===== src/uart_pkg.sv =====
// UART shared types, parity modes and parity helper for transmitter and receiver

package uart_pkg;

    //////////////////////////////
    // Data types
    //////////////////////////////

    typedef logic [7:0] byte_t;     // One serial data byte

    typedef enum logic [1:0]
    {
        PARITY_NONE = 2'd0,
        PARITY_EVEN = 2'd1,
        PARITY_ODD  = 2'd2
    } parity_e;

    // Receive record as it sits in the receive FIFO
    typedef struct packed
    {
        byte_t data;
        logic  parity_err;          // Sampled parity bit disagrees with mode
        logic  frame_err;           // First stop bit sampled low
    } rx_frame_t;

    //////////////////////////////
    // Helpers
    //////////////////////////////

    // Bit that goes on the line after the data bits
    function automatic logic parity_bit(byte_t data, parity_e mode);
        logic p;
        p = ^data;
        if (mode == PARITY_ODD)
        begin
            p = ~p;
        end
        return p;
    endfunction

endpackage


===== src/sync_fifo.sv =====
// Synchronous FIFO with type-parameter payload, valid/ready ports and a room flag
`timescale 1ns/1ps

module sync_fifo #(
    parameter type T          = logic [7:0],
    parameter int  FIFO_DEPTH = 8,              // Power of two
    parameter int  ROOM_LEVEL = FIFO_DEPTH      // Fill level that clears has_room
) (
    input  logic clk,
    input  logic rst,
    input  T     wr_data,
    input  logic wr_valid,
    output logic wr_ready,
    output T     rd_data,
    output logic rd_valid,
    input  logic rd_ready,
    output logic has_room
);

    localparam int PTR_W = $clog2(FIFO_DEPTH);
    localparam int CNT_W = $clog2(FIFO_DEPTH + 1);

    T                 mem [FIFO_DEPTH];
    logic [PTR_W-1:0] wr_ptr;
    logic [PTR_W-1:0] rd_ptr;
    logic [CNT_W-1:0] count;
    logic [CNT_W-1:0] count_next;
    logic             do_wr;
    logic             do_rd;

    assign wr_ready = (count != CNT_W'(FIFO_DEPTH));    // Back-pressure while full
    assign rd_valid = (count != '0);
    assign rd_data  = mem[rd_ptr];
    assign do_wr    = wr_valid && wr_ready;
    assign do_rd    = rd_valid && rd_ready;

    always_comb
    begin
        count_next = count;
        if (do_wr && !do_rd)
        begin
            count_next = count + 1'b1;
        end
        else if (do_rd && !do_wr)
        begin
            count_next = count - 1'b1;
        end
    end

    always_ff @(posedge clk)
    begin
        if (do_wr)
        begin
            mem[wr_ptr] <= wr_data;
        end
    end

    always_ff @(posedge clk)
    begin
        if (rst)
        begin
            wr_ptr   <= '0;
            rd_ptr   <= '0;
            count    <= '0;
            has_room <= 1'b1;
        end
        else
        begin
            if (do_wr)
            begin
                wr_ptr <= wr_ptr + 1'b1;    // Wraps at depth
            end
            if (do_rd)
            begin
                rd_ptr <= rd_ptr + 1'b1;
            end
            count    <= count_next;
            has_room <= (int'(count_next) < ROOM_LEVEL);
        end
    end

endmodule


===== src/uart_tx.sv =====
// UART transmitter: serializes start, data, parity and stop bits with cts gating
`timescale 1ns/1ps

module uart_tx #(
    parameter int                CLKS_PER_BIT = 434,
    parameter uart_pkg::parity_e PARITY       = uart_pkg::PARITY_EVEN,
    parameter int                STOP_BITS    = 1,
    parameter bit                FLOW_CONTROL = 1'b1
) (
    input  logic            clk,
    input  logic            rst,
    input  uart_pkg::byte_t data,
    input  logic            valid,
    output logic            ready,
    input  logic            cts,
    output logic            tx
);

    localparam int STOP_CLKS = STOP_BITS * CLKS_PER_BIT;
    localparam int CNT_W     = $clog2(STOP_CLKS);
    localparam logic [CNT_W-1:0] BIT_LAST  = CNT_W'(CLKS_PER_BIT - 1);
    localparam logic [CNT_W-1:0] STOP_LAST = CNT_W'(STOP_CLKS - 2); // Idle cycle ends stop

    typedef enum logic [2:0]
    {
        S_IDLE,
        S_START,
        S_DATA,
        S_PARITY,
        S_STOP
    } state_e;

    state_e           state;
    logic [CNT_W-1:0] clk_cnt;      // Clocks within the current bit
    logic [2:0]       bit_idx;
    uart_pkg::byte_t  data_q;
    logic             parity_q;
    logic             start_ok;

    assign start_ok = !FLOW_CONTROL || cts;
    assign ready    = (state == S_IDLE) && start_ok;

    // Byte and its parity are captured on the transfer
    always_ff @(posedge clk)
    begin
        if (valid && ready)
        begin
            data_q   <= data;
            parity_q <= uart_pkg::parity_bit(data, PARITY);
        end
    end

    //////////////////////////////
    // Frame FSM
    //////////////////////////////

    always_ff @(posedge clk)
    begin
        if (rst)
        begin
            state   <= S_IDLE;
            clk_cnt <= '0;
            bit_idx <= '0;
            tx      <= 1'b1;
        end
        else
        begin
            case (state)
                S_IDLE:
                begin
                    clk_cnt <= '0;
                    bit_idx <= '0;
                    if (valid && ready)
                    begin
                        tx    <= 1'b0;          // Start bit
                        state <= S_START;
                    end
                end
                S_START:
                begin
                    clk_cnt <= clk_cnt + 1'b1;
                    if (clk_cnt == BIT_LAST)
                    begin
                        clk_cnt <= '0;
                        tx      <= data_q[0];   // LSB first
                        state   <= S_DATA;
                    end
                end
                S_DATA:
                begin
                    clk_cnt <= clk_cnt + 1'b1;
                    if (clk_cnt == BIT_LAST)
                    begin
                        clk_cnt <= '0;
                        bit_idx <= bit_idx + 1'b1;
                        if (bit_idx != 3'd7)
                        begin
                            tx <= data_q[bit_idx + 3'd1];
                        end
                        else if (PARITY != uart_pkg::PARITY_NONE)
                        begin
                            tx    <= parity_q;
                            state <= S_PARITY;
                        end
                        else
                        begin
                            tx    <= 1'b1;
                            state <= S_STOP;
                        end
                    end
                end
                S_PARITY:
                begin
                    clk_cnt <= clk_cnt + 1'b1;
                    if (clk_cnt == BIT_LAST)
                    begin
                        clk_cnt <= '0;
                        tx      <= 1'b1;
                        state   <= S_STOP;
                    end
                end
                S_STOP:
                begin
                    clk_cnt <= clk_cnt + 1'b1;
                    if (clk_cnt == STOP_LAST)
                    begin
                        state <= S_IDLE;        // May take next byte at once
                    end
                end
                default:
                begin
                    state <= S_IDLE;
                    tx    <= 1'b1;
                end
            endcase
        end
    end

endmodule


===== src/uart_rx.sv =====
// UART receiver: detects start edges, samples mid-bit and checks parity and stop
`timescale 1ns/1ps

module uart_rx #(
    parameter int                CLKS_PER_BIT = 434,
    parameter uart_pkg::parity_e PARITY       = uart_pkg::PARITY_EVEN
) (
    input  logic                clk,
    input  logic                rst,
    input  logic                rx,
    output uart_pkg::rx_frame_t frame,
    output logic                valid,
    input  logic                ready
);

    localparam int CNT_W = $clog2(CLKS_PER_BIT);
    localparam logic [CNT_W-1:0] BIT_LAST  = CNT_W'(CLKS_PER_BIT - 1);
    localparam logic [CNT_W-1:0] HALF_LAST = CNT_W'(CLKS_PER_BIT / 2 - 1);

    typedef enum logic [2:0]
    {
        S_IDLE,
        S_START,
        S_DATA,
        S_PARITY,
        S_STOP,
        S_WAIT_HIGH
    } state_e;

    state_e           state;
    logic             rx_meta;
    logic             rx_sync;
    logic [CNT_W-1:0] clk_cnt;
    logic [2:0]       bit_idx;
    uart_pkg::byte_t  shift_q;
    logic             parity_err_q;
    logic             sample;       // Mid-bit point of data, parity and stop bits

    assign sample = (clk_cnt == BIT_LAST);

    // Line is asynchronous to clk
    always_ff @(posedge clk)
    begin
        if (rst)
        begin
            rx_meta <= 1'b1;
            rx_sync <= 1'b1;
        end
        else
        begin
            rx_meta <= rx;
            rx_sync <= rx_meta;
        end
    end

    //////////////////////////////
    // Frame FSM
    //////////////////////////////

    always_ff @(posedge clk)
    begin
        if (rst)
        begin
            state        <= S_WAIT_HIGH;
            clk_cnt      <= '0;
            bit_idx      <= '0;
            parity_err_q <= 1'b0;
            valid        <= 1'b0;
        end
        else
        begin
            if (valid && ready)
            begin
                valid <= 1'b0;                  // Record taken by the FIFO
            end
            clk_cnt <= clk_cnt + 1'b1;
            case (state)
                S_IDLE:
                begin
                    clk_cnt <= '0;
                    if (!rx_sync)
                    begin
                        state <= S_START;
                    end
                end
                S_START:
                begin
                    if (clk_cnt == HALF_LAST)
                    begin
                        clk_cnt      <= '0;
                        bit_idx      <= '0;
                        parity_err_q <= 1'b0;
                        // A high start bit is a glitch
                        state        <= rx_sync ? S_IDLE : S_DATA;
                    end
                end
                S_DATA:
                begin
                    if (sample)
                    begin
                        clk_cnt <= '0;
                        shift_q <= {rx_sync, shift_q[7:1]};
                        bit_idx <= bit_idx + 1'b1;
                        if (bit_idx == 3'd7)
                        begin
                            state <= (PARITY != uart_pkg::PARITY_NONE) ? S_PARITY : S_STOP;
                        end
                    end
                end
                S_PARITY:
                begin
                    if (sample)
                    begin
                        clk_cnt      <= '0;
                        parity_err_q <= (rx_sync != uart_pkg::parity_bit(shift_q, PARITY));
                        state        <= S_STOP;
                    end
                end
                S_STOP:
                begin
                    if (sample)
                    begin
                        clk_cnt          <= '0;
                        frame.data       <= shift_q;
                        frame.parity_err <= parity_err_q;
                        frame.frame_err  <= !rx_sync;   // Stop bit must be high
                        valid            <= 1'b1;
                        state            <= S_WAIT_HIGH;
                    end
                end
                S_WAIT_HIGH:
                begin
                    clk_cnt <= '0;
                    // Start edges stay ignored until the record is accepted
                    if (rx_sync && (!valid || ready))
                    begin
                        state <= S_IDLE;
                    end
                end
                default:
                begin
                    state <= S_WAIT_HIGH;
                end
            endcase
        end
    end

endmodule


===== src/uart_port.sv =====
// UART port top: transmit FIFO and serializer, deserializer and receive FIFO
`timescale 1ns/1ps

module uart_port #(
    parameter int                CLKS_PER_BIT = 434,
    parameter uart_pkg::parity_e PARITY       = uart_pkg::PARITY_EVEN,
    parameter int                STOP_BITS    = 1,
    parameter int                FIFO_DEPTH   = 16,
    parameter int                ROOM_LEVEL   = 12,
    parameter bit                FLOW_CONTROL = 1'b1
) (
    input  logic                clk,
    input  logic                rst,
    // Serial line
    input  logic                rx,
    output logic                tx,
    input  logic                cts,    // Peer can take data
    output logic                rts,    // Receive FIFO has room
    // Host transmit port
    input  uart_pkg::byte_t     tx_data,
    input  logic                tx_valid,
    output logic                tx_ready,
    // Host receive port
    output uart_pkg::rx_frame_t rx_frame,
    output logic                rx_valid,
    input  logic                rx_ready
);

    uart_pkg::byte_t     txq_data;
    logic                txq_valid;
    logic                txq_ready;
    uart_pkg::rx_frame_t rxe_frame;
    logic                rxe_valid;
    logic                rxe_ready;

    //////////////////////////////
    // Transmit path
    //////////////////////////////

    sync_fifo #(
        .T          (uart_pkg::byte_t),
        .FIFO_DEPTH (FIFO_DEPTH)
    ) tx_fifo (
        .clk      (clk),
        .rst      (rst),
        .wr_data  (tx_data),
        .wr_valid (tx_valid),
        .wr_ready (tx_ready),
        .rd_data  (txq_data),
        .rd_valid (txq_valid),
        .rd_ready (txq_ready),
        .has_room ()
    );

    uart_tx #(
        .CLKS_PER_BIT (CLKS_PER_BIT),
        .PARITY       (PARITY),
        .STOP_BITS    (STOP_BITS),
        .FLOW_CONTROL (FLOW_CONTROL)
    ) tx_engine (
        .clk   (clk),
        .rst   (rst),
        .data  (txq_data),
        .valid (txq_valid),
        .ready (txq_ready),
        .cts   (cts),
        .tx    (tx)
    );

    //////////////////////////////
    // Receive path
    //////////////////////////////

    uart_rx #(
        .CLKS_PER_BIT (CLKS_PER_BIT),
        .PARITY       (PARITY)
    ) rx_engine (
        .clk   (clk),
        .rst   (rst),
        .rx    (rx),
        .frame (rxe_frame),
        .valid (rxe_valid),
        .ready (rxe_ready)
    );

    sync_fifo #(
        .T          (uart_pkg::rx_frame_t),
        .FIFO_DEPTH (FIFO_DEPTH),
        .ROOM_LEVEL (ROOM_LEVEL)
    ) rx_fifo (
        .clk      (clk),
        .rst      (rst),
        .wr_data  (rxe_frame),
        .wr_valid (rxe_valid),
        .wr_ready (rxe_ready),
        .rd_data  (rx_frame),
        .rd_valid (rx_valid),
        .rd_ready (rx_ready),
        .has_room (rts)        // Flow control toward the peer
    );

endmodule


===== config.mk =====
export PLATFORM = sky130hd
export DESIGN_NAME = uart_port
export DESIGN_NICKNAME = d
export VERILOG_FILES = /design/src/uart_pkg.sv /design/src/sync_fifo.sv /design/src/uart_tx.sv /design/src/uart_rx.sv /design/src/uart_port.sv
export SDC_FILE = /design/constraint.sdc
export NUM_CORES = 1
export LEC_CHECK = 0
export BUFFER_PORTS_ARGS = -buffer_cell sky130_fd_sc_hd__buf_4
export CELL_PAD_IN_SITES_DETAIL_PLACEMENT = 1
export CELL_PAD_IN_SITES_GLOBAL_PLACEMENT = 1
export CORE_MARGIN = 1.5
export CORE_UTILIZATION = 35
export DETAILED_ROUTE_END_ITERATION = 10
export MAX_ROUTING_LAYER = met4
export PLACE_DENSITY = 0.55
export SLEW_MARGIN = 10
export SYNTH_ARGS = -nofsm -noshare
export SYNTH_HDL_FRONTEND = slang
export SYNTH_HIERARCHICAL = 1
export SYNTH_SLANG_ARGS = --single-unit

===== constraint.sdc =====
create_clock -name clk -period 3.2 [get_ports clk]
set_input_delay 0 -clock clk [delete_from_list [all_inputs] [get_ports clk]]
set_output_delay 0 -clock clk [all_outputs]
set_load 0.01 [all_outputs]

==> flow_metrics.py, run 1 <==
metrics = {
    "yosys": {
        "syn_area_um2": 15820,
        "syn_nets": 1004,
        "synthCells": 962,
        "syn_area_per_cell_um2": 16.45,
        "yosysWarnings": 6,
    },
    "routing": {
        "num_vias": 8302,
        "drtIter0Drc": 437,
        "routed_via_density": 4.974,
        "wire_per_inst_um": 19.49,
        "drc": 0,
        "routed_wirelength_mm": 32.53,
        "first_pass_iters": 5,
        "ant_nets": 0,
    },
    "grt": {
        "grt_pass1_wl_mm": 51.69,
        "grt_pass1_vias": 8920,
        "grt_overflow": 0,
        "antenna_found_initial": 0,
        "grt_use_total": 0.1482,
        "grt_max_degree": 61,
    },
    "worst_setup_path": {
        "r2r_start": "tx_fifo/count[1]$_SDFFE_PP0P_",
        "critical-path-top-delay-family": "simple AND/OR/NAND/NOR gates",
        "critPathBufInv": 2,
        "crit_path_start": "tx_fifo/count[1]$_SDFFE_PP0P_",
        "path_max_fanout": 6,
        "cpPeakStageDelay_ns": 0.59,
        "critPathCaptureType": "register",
        "worstSetupPathType": "reg -> reg",
        "cp_data_arrival_time_ns": 3.18,
        "cp-start-kind": "register",
        "worst_ep_required_time_ns": 3.69,
        "cpMaxStageDelayCell": "or4b_1",
        "crit_path_cell_trace": "inv_1 -> ha_1 -> or4b_1 -> nand2_2 -> inv_1 -> ha_1 -> nor3b_1 -> a21oi_1 -> or4_1 -> a21oi_1",
    },
    "cells_and_area": {
        "syn_to_final_growth_pct": 15.43,
        "nNetsFinal": 1088,
        "diodes": 0,
        "final_layout_size_suffix_gt1_frac": 0.2043,
    },
    "die": {
        "start_util": 0.3563,
        "dieHeight_um": 215.6,
        "dieArea_um2": 46500,
        "coreArea_um2": 44410,
        "fp-row-count": 77,
        "die_w_um": 215.6,
        "io_pins": 28,
    },
    "power_and_ir_drop": {
        "seqPwrFrac": 0.486,
        "switching_share": 0.2492,
        "p_leak_nw": 5.981,
        "peakVddDrop_uv": 458.4,
        "total_power_mw": 11.71,
        "power_switching_mw": 2.919,
        "power_density_nw_per_um2": 641.2,
        "p_comb_frac": 0.138,
        "pwr-share-clk": 0.376,
        "p_int_mw": 8.793,
    },
    "clock_network": {
        "postCtsResizedCells": 0,
        "cts_tree": "done",
        "cts-hold-fix-buffers": 14,
        "cts_buffers": 42,
        "clockBufferDepth": 3,
        "post_cts_buffers": 0,
        "htreeDepth": 2,
        "path_clk_slew_ns": 0.06,
        "clk_latency_ns": 0.57,
        "root_buffer": "clkbuf_16",
        "clock_sinks": 385,
    },
    "placed_design": {
        "place_congestion": 0.7274,
        "io_buffers": 27,
        "dp_hpwl_mm": 20.95,
    },
    "sta": {
        "hold_violations": 0,
        "rsz0062_at_grt": "no",
        "max_freq_mhz": 371.8,
        "finalSetupTns_ns": 0,
        "slew_viol_final": 0,
        "min_period_ns": 2.690,
        "final-setup-viol-count": 0,
        "max_slew_margin": 0.4347,
        "worstMarginPinSlew_ns": 0.8463,
        "timing.final.crit_share": 0.8405,
        "skew_ns": 0.01376,
    },
    "flow_run": {
        "cap_violations": 0,
    },
    "hold_path": {
        "min_path_type": "in -> reg",
        "hold_start": "rx",
    },
    "outcome": {
        "status": "completed",
    },
}
[flip-flops by register name, indices dropped and copies added (netlist names), 2 cells and up, named ones only]
signal             cells
rx_fifo/mem          160
tx_fifo/mem          128
rx_engine/frame       10
rx_engine/clk_cnt      9
tx_engine/clk_cnt      9
rx_engine/shift_q      8
tx_engine/data_q       8
rx_fifo/count          5
rx_fifo/rd_ptr         4
rx_fifo/wr_ptr         4
tx_fifo/count          4
tx_fifo/rd_ptr         4
tx_fifo/wr_ptr         4
rx_engine/bit_idx      3
tx_engine/bit_idx      3
tx_engine/state        3
rx_engine/state        2
[routing by layer]
metal,track usage,routed length (um),vias to the layer above
met5,-,0,-
met4,0.04289,622,0
met3,0.02410,1031,51
met2,0.2501,16460,92
met1,0.1839,14420,4246
li1,-,-,3913
[worst reg2reg max path, stage by stage, from the launching register on]
cell and delay [ns]:
dfxtp_1 0.34, inv_1 0.10, ha_1 0.26, or4b_1 0.59
nand2_2 0.18, inv_1 0.06, ha_1 0.29, nor3b_1 0.20
a21oi_1 0.05, or4_1 0.40, a21oi_1 0.14
[power groups by stage]
stage	Combinational (mW)	Clock (mW)	Sequential, mW
2_1_floorplan	1.29	0	5.71
4_1_cts	1.66	4.55	5.70
6_report	1.62	4.40	5.69
3_5_place_dp	1.63	0	5.80
3_3_place_gp	1.61	0	5.80
5_1_grt	1.78	4.71	5.72
[final timing paths]
| check | endpoint | slack, ns | cells after the start |
|---|---|---|---|
| max | tx_fifo/count[2]$_SDFFE_PP0P_ | 0.51 | 10 |
| min | rx_engine/rx_meta$_SDFF_PP1_ | 0.18 | 3 |
| max reg2reg | tx_fifo/count[2]$_SDFFE_PP0P_ | 0.51 | 10 |
| min reg2reg | rx_engine/rx_sync$_SDFF_PP1_ | 0.41 | 1 |
[placed cells by master, fill, tap and decap left out, drive strengths merged, types with 7 or more instances in the layout]
cell / instances
clkbuf: 58
o21ai: 12
a22oi: 39
clkinv: 15
nor3: 19
edfxtp: 315
mux2i: 9
nand2: 63
nor2: 79
buf: 70
dlygate4sd3: 14
xor2: 18
inv: 28
and3: 8
nor2b: 9
nand3: 23
xnor2: 18
mux4: 73
a31oi: 8
dfxtp: 70
a211oi: 7
a21oi: 16
ha: 28
[per-stage QoR]
| stage | setup slack, ns | area [um2] | util | cells | hold WS [ns] |
|---|---|---|---|---|---|
| global placement | 0.5222 | 16880 | 0.3801 | 1580 | 0.1954 |
| CTS | 0.4328 | 18270 | 0.4112 | 1669 | 0.1621 |
| detailed placement | 0.4968 | 16880 | 0.3801 | 1580 | 0.2024 |
| floorplan | 0.7118 | 15820 | - | 962 | 0.07161 |
| global route | 0.3080 | 18270 | 0.4112 | 1669 | 0.1787 |
| finish | 0.5103 | 18270 | 0.4112 | 1669 | 0.1767 |
[layout make-up]
cell class              count  area (um2)
repair buffers             84       703.2
flip-flops and latches    385       10860
multi-input cells         505        4604
well taps                 592       740.7
clock inverters            17       133.9
inverters                  28       107.6
clock buffers              58        1111
fillers                  4392       26150
No activity file was read; power rests on OpenSTA's default activity.
==> run 2, diff against run 1 <==
--- a/config.mk
+++ b/config.mk
@@ -12,7 +12,7 @@
 export CORE_UTILIZATION = 35
 export DETAILED_ROUTE_END_ITERATION = 10
 export MAX_ROUTING_LAYER = met4
-export PLACE_DENSITY = 0.55
+export PLACE_DENSITY = 0.57
 export SLEW_MARGIN = 10
 export SYNTH_ARGS = -nofsm -noshare
 export SYNTH_HDL_FRONTEND = slang
==> constraint.sdc (replaced) <==
create_clock -name clk -period 2.2 [get_ports clk]
set_input_delay 0 -clock clk [delete_from_list [all_inputs] [get_ports clk]]
set_output_delay 0 -clock clk [all_outputs]
set_load 0.01 [all_outputs]
==> flow_metrics.py, run 2 (synthesis results as in run 1) <==
metrics = {
    "cells_and_area": {
        "final_cell_mix": "315 x edfxtp_1, 98 x buf_4, 77 x nor2_1",
        "fin_util": 0.4334,
        "fillers": 4374,
        "max_flop_register": "rx_fifo/mem",
        "register_area_um2": 10870,
        "final_layout_size_suffix_gt1_frac": 0.3110,
        "largest_reg_flops": 160,
        "syn_to_final_growth_pct": 21.65,
        "diodes": 0,
        "top_regs": "rx_fifo/mem (160), tx_fifo/mem (128), rx_engine/frame (10)",
        "nNetsFinal": 1142,
        "layout_commonest_cell": "edfxtp_1",
        "multi_input_area_um2": 4898,
    },
    "sta": {
        "final-setup-viol-count": 2,
        "hold_violations": 0,
        "skew_ns": 0.02106,
        "timing.final.crit_share": 1.006,
        "layout_setup_ws_ns": -0.01254,
        "rsz0062_at_grt": "yes",
        "worstMarginPinSlew_ns": 0.6954,
        "max_slew_margin": 0.5364,
        "whs_ns": 0.1852,
        "min_period_ns": 2.213,
        "slew_viol_final": 0,
        "max_freq_mhz": 452.0,
    },
    "hold_path": {
        "min_path_cells": 3,
        "min_path_type": "in -> reg",
    },
    "grt": {
        "antenna_found_initial": 0,
        "grt_pass1_vias": 9278,
        "grt_max_degree": 53,
        "grt_use_total": 0.1560,
        "grt_pass1_wl_mm": 54.18,
        "grt_overflow": 0,
    },
    "power_and_ir_drop": {
        "p_leak_nw": 6.373,
        "power_density_nw_per_um2": 947.6,
        "peakVddDrop_uv": 541.6,
    },
    "placed_design": {
        "dp_hpwl_mm": 21.34,
        "place_congestion": 0.7301,
        "io_buffers": 27,
    },
    "routing": {
        "wl_met1_mm": 15.24,
        "dr_wl_met3_mm": 1.082,
        "wire_per_inst_um": 19.78,
        "drtIter0Drc": 456,
        "routed_wirelength_mm": 34.10,
        "ant_nets": 0,
        "top_layer": "met4",
        "num_vias": 8691,
        "met2_length_mm": 17.01,
        "first_pass_iters": 4,
        "drc": 0,
        "routed_via_density": 5.041,
    },
    "die": {
        "coreArea_um2": 44410,
        "dieHeight_um": 215.6,
        "start_util": 0.3563,
        "dieArea_um2": 46500,
        "io_pins": 28,
        "fp-row-count": 77,
        "die_w_um": 215.6,
    },
    "clock_network": {
        "root_buffer": "clkbuf_16",
        "cts_tree": "done",
        "clockBufferDepth": 3,
        "path_clk_slew_ns": 0.06,
        "cts_buffers": 42,
        "clock_sinks": 385,
        "clk_latency_ns": 0.56,
        "htreeDepth": 2,
    },
    "outcome": {
        "status": "finished, violations left",
        "violations": "setup timing",
    },
    "worst_setup_path": {
        "cp-endpoint": "tx_engine/parity_q$_DFFE_PP_",
        "critPathCaptureType": "register",
        "worstSetupPathType": "reg -> reg",
        "ff2ff_setup_slack_ns": -0.01,
        "r2r-end": "tx_engine/parity_q$_DFFE_PP_",
        "cp_data_arrival_time_ns": 2.53,
        "cp-start-kind": "register",
        "reg2regPathDepth": 7,
        "path_max_fanout": 7,
        "worst_ep_required_time_ns": 2.52,
    },
    "flow_run": {
        "cap_violations": 0,
    },
}
run 2: worst min path at each step:
stage	from	end
6_report	rx	rx_engine/rx_meta$_SDFF_PP1_
5_1_grt	rx	rx_engine/rx_meta$_SDFF_PP1_
4_1_cts	rx	rx_engine/rx_meta$_SDFF_PP1_
3_5_place_dp	rx	rx_engine/rx_meta$_SDFF_PP1_
3_3_place_gp	rx	rx_engine/rx_meta$_SDFF_PP1_
2_1_floorplan	rst	rx_fifo/count[1]$_SDFFE_PP0P_
run 2: area by class of cell:
class,count,area share
tap,592,0.03848
clock inverter,18,0.008580
multi-input combinational,505,0.2545
clock buffer,58,0.05934
sequential,385,0.5649
timing repair buffer,138,0.06864
inverter,28,0.005590
run 2: timing repair:
item	CTS	global route
gates resized for setup	55	27
pin swaps	19	23
endpoints found under the hold margin	158	0
endpoints found under the setup margin	14	17
hold buffers	14	0
gates cloned	4	0
setup buffers	17	5
run 2: report_power, final:
| part | internal (mW) | switching [mW] |
|---|---|---|
| clock network | 3.88 | 2.85 |
| registers | 8.05 | 0.168 |
| logic | 1.82 | 1.48 |
run 2: worst max-delay path, cell delays in order (launching register included):
cell	delay, ns
dfxtp_4	0.45
buf_12	0.16
mux4_2	0.50
a22oi_2	0.24
nand2_2	0.12
xor2_2	0.20
xnor2_2	0.20
xnor2_1	0.09
run 2: through the flow:
step                      instance area [um2]  worst slack, ns  std cells  setup TNS (ns)  power [mW]
after global placement                  17240         -0.09024       1611        -0.09269       11.06
after floorplan                         15930         -0.05389        962        -0.08616       10.34
after CTS                               19110         -0.08102       1721         -0.2816       18.38
final                                   19250         -0.01254       1724        -0.01949       18.24
after detailed placement                17240         -0.09397       1611         -0.1468       11.11
after global routing                    19250         -0.08696       1724         -0.7057       19.04
run 2: routing by layer:
| metal | vias to the layer above | global-route usage |
|---|---|---|
| li1 | 4011 | - |
| met5 | - | - |
| met3 | 54 | 0.02495 |
| met1 | 4498 | 0.1981 |
| met4 | 0 | 0.05152 |
| met2 | 128 | 0.2553 |
==> run 3, diff against run 2 <==
==> constraint.sdc (replaced) <==
create_clock -name clk -period 2.2 [get_ports clk]
set_input_delay 0.11 -clock clk [delete_from_list [all_inputs] [get_ports clk]]
set_output_delay 0.11 -clock clk [all_outputs]
set_load 0.01 [all_outputs]
==> flow_metrics.py, run 3 (synthesis results as in run 1) <==
metrics = {
    "die": {
        "die_w_um": 215.6,
        "fp-row-count": 77,
        "coreArea_um2": 44410,
        "start_util": 0.3563,
        "dieHeight_um": 215.6,
        "io_pins": 28,
        "dieArea_um2": 46500,
    },
    "cells_and_area": {
        "final_cell_mix": "315 x edfxtp_1, 101 x buf_4, 77 x nor2_1",
        "fin_util": 0.4363,
        "top_regs": "rx_fifo/mem (160), tx_fifo/mem (128), rx_engine/frame (10)",
        "stdcell_area_um2": 19380,
        "largest_reg_flops": 160,
        "diodes": 0,
        "syn_to_final_growth_pct": 22.46,
        "max_flop_register": "rx_fifo/mem",
        "final_layout_size_suffix_gt1_frac": 0.3172,
        "nNetsFinal": 1149,
        "layout_commonest_cell": "edfxtp_1",
    },
    "worst_setup_path": {
        "cpMaxStageDelayCell": "mux4_1",
        "worst_ep_required_time_ns": 2.09,
        "crit_path_cell_trace": "buf_12 -> mux4_1 -> a22oi_2 -> nand2_1 -> buf_6",
        "path_max_fanout": 6,
        "reg2regPathDepth": 10,
        "critPathCaptureType": "output pin",
        "cp-start-kind": "register",
        "r2r-end": "tx_engine/parity_q$_DFFE_PP_",
        "worstSetupPathType": "reg -> out",
        "cp_data_arrival_time_ns": 2.22,
        "ff2ff_setup_slack_ns": -0.06,
        "cpPeakStageDelay_ns": 0.58,
        "cp-endpoint": "rx_frame[2]",
    },
    "routing": {
        "first_pass_iters": 4,
        "wire_per_inst_um": 19.62,
        "ant_nets": 0,
        "routed_wirelength_mm": 33.94,
        "routed_via_density": 4.990,
        "drtIter0Drc": 438,
        "num_vias": 8632,
        "drc": 0,
    },
    "placed_design": {
        "io_buffers": 27,
        "place_congestion": 0.7060,
        "pre_cts_slack_ns": -0.08448,
        "place_area_um2": 17220,
        "dp_hpwl_mm": 21.33,
    },
    "sta": {
        "layout_setup_ws_ns": -0.1334,
        "max_freq_mhz": 428.6,
        "timing.final.crit_share": 1.061,
        "skew_ns": 0.01682,
        "final-setup-viol-count": 11,
        "max_slew_margin": 0.5331,
        "min_period_ns": 2.333,
        "hold_violations": 0,
        "worstMarginPinSlew_ns": 0.7003,
        "rsz0062_at_grt": "yes",
        "slew_viol_final": 0,
    },
    "grt": {
        "globalRouteMet1Util": 0.1999,
        "antenna_found_initial": 0,
        "grt_use_total": 0.1542,
        "grt_max_degree": 53,
        "grt_pass1_wl_mm": 53.72,
        "top_usage_layer": "met2",
        "use_met3": 0.02255,
        "grt_overflow": 0,
        "grt_pass1_vias": 9148,
        "met2_usage": 0.2511,
    },
    "clock_network": {
        "root_buffer": "clkbuf_16",
        "path_clk_slew_ns": 0.05,
        "cts_buffers": 43,
        "clk_latency_ns": 0.56,
        "cts_tree": "done",
        "clockBufferDepth": 3,
        "clock_sinks": 385,
        "htreeDepth": 2,
    },
    "power_and_ir_drop": {
        "peakVddDrop_uv": 513.6,
        "power_density_nw_per_um2": 961.6,
        "total_power_mw": 18.63,
        "p_leak_nw": 6.448,
    },
    "hold_path": {
        "min_path_type": "in -> reg",
    },
    "outcome": {
        "violations": "setup timing",
        "status": "finished, violations left",
    },
    "flow_run": {
        "cap_violations": 0,
    },
}
run 3: changes by cell type in the layout (fill, tap and decap cells not counted), moves of 4 or more:
cell | before | now
nand2_2 | 9 | 4
buf_12 | 10 | 14
clkbuf_1 | 14 | 10
nand2_1 | 51 | 56
clkinv_2 | 1 | 6
run 3: where the power goes:
| part | internal [mW] | leakage (nW) | switching (mW) |
|---|---|---|---|
| Clock | 4.17 | 0.667 | 2.83 |
| Combinational | 1.89 | 2.37 | 1.52 |
| Sequential | 8.06 | 3.41 | 0.170 |
| Total | 14.1 | 6.45 | 4.52 |
run 3: area by class of cell:
class                           count  area [um2]
Timing Repair Buffer              144        1410
Tap cell                          592       740.7
Inverter                           28       110.1
Clock buffer                       55        1152
Fill cell                        4342       25040
Sequential cell                   385       10880
Clock inverter                     21       221.5
Multi-Input combinational cell    505        4867
run 3: repair_timing:
| item | in CTS | in global routing |
|---|---|---|
| resized for setup | 49 | 36 |
| buffers inserted | 18 | 10 |
| endpoints found under the hold margin | 137 | 0 |
| setup endpoints to repair | 14 | 22 |
| hold buffers | 12 | 0 |
| pin swaps | 14 | 18 |
| cloned | 2 | 2 |
run 3: critical path, delay by kind of cell (launching register included):
| family | cells | cell delay, ns |
|---|---|---|
| AOI/OAI and AO/OA | 1 | 0.25 |
| buffers and inverters | 2 | 0.29 |
| DFF | 1 | 0.43 |
| muxes | 1 | 0.58 |
| and+or+nand+nor | 1 | 0.11 |
run 3: through the flow:
stage	hold slack (ns)	std cells	TNS, ns
global placement	0.3000	1610	-0.08446
global route	0.09725	1730	-1.986
finish	0.06322	1730	-0.8992
floorplan	0.1810	962	-0.08616
CTS	0.04244	1718	-1.227
detailed placement	0.3028	1610	-0.1752
run 3: routing by layer:
layer,wire (um),up-vias
met5,0,-
met4,703,0
met3,976,44
met2,16880,111
met1,15380,4444
li1,-,4033
run 3: how the worst min path moves through the flow:
stage / startpoint / slack [ns] / cells past startpoint / endpoint
floorplan: rst / 0.18 / 1 / rx_fifo/count[1]$_SDFFE_PP0P_
finish: rst / 0.06 / 2 / rx_fifo/rd_ptr[0]$_SDFFE_PP0N_
global route: rst / 0.1 / 2 / rx_fifo/wr_ptr[3]$_SDFFE_PP0P_
global placement: rx / 0.30 / 2 / rx_engine/rx_meta$_SDFF_PP1_
detailed placement: rx / 0.30 / 2 / rx_engine/rx_meta$_SDFF_PP1_
CTS: rst / 0.04 / 2 / rx_fifo/rd_ptr[0]$_SDFFE_PP0N_
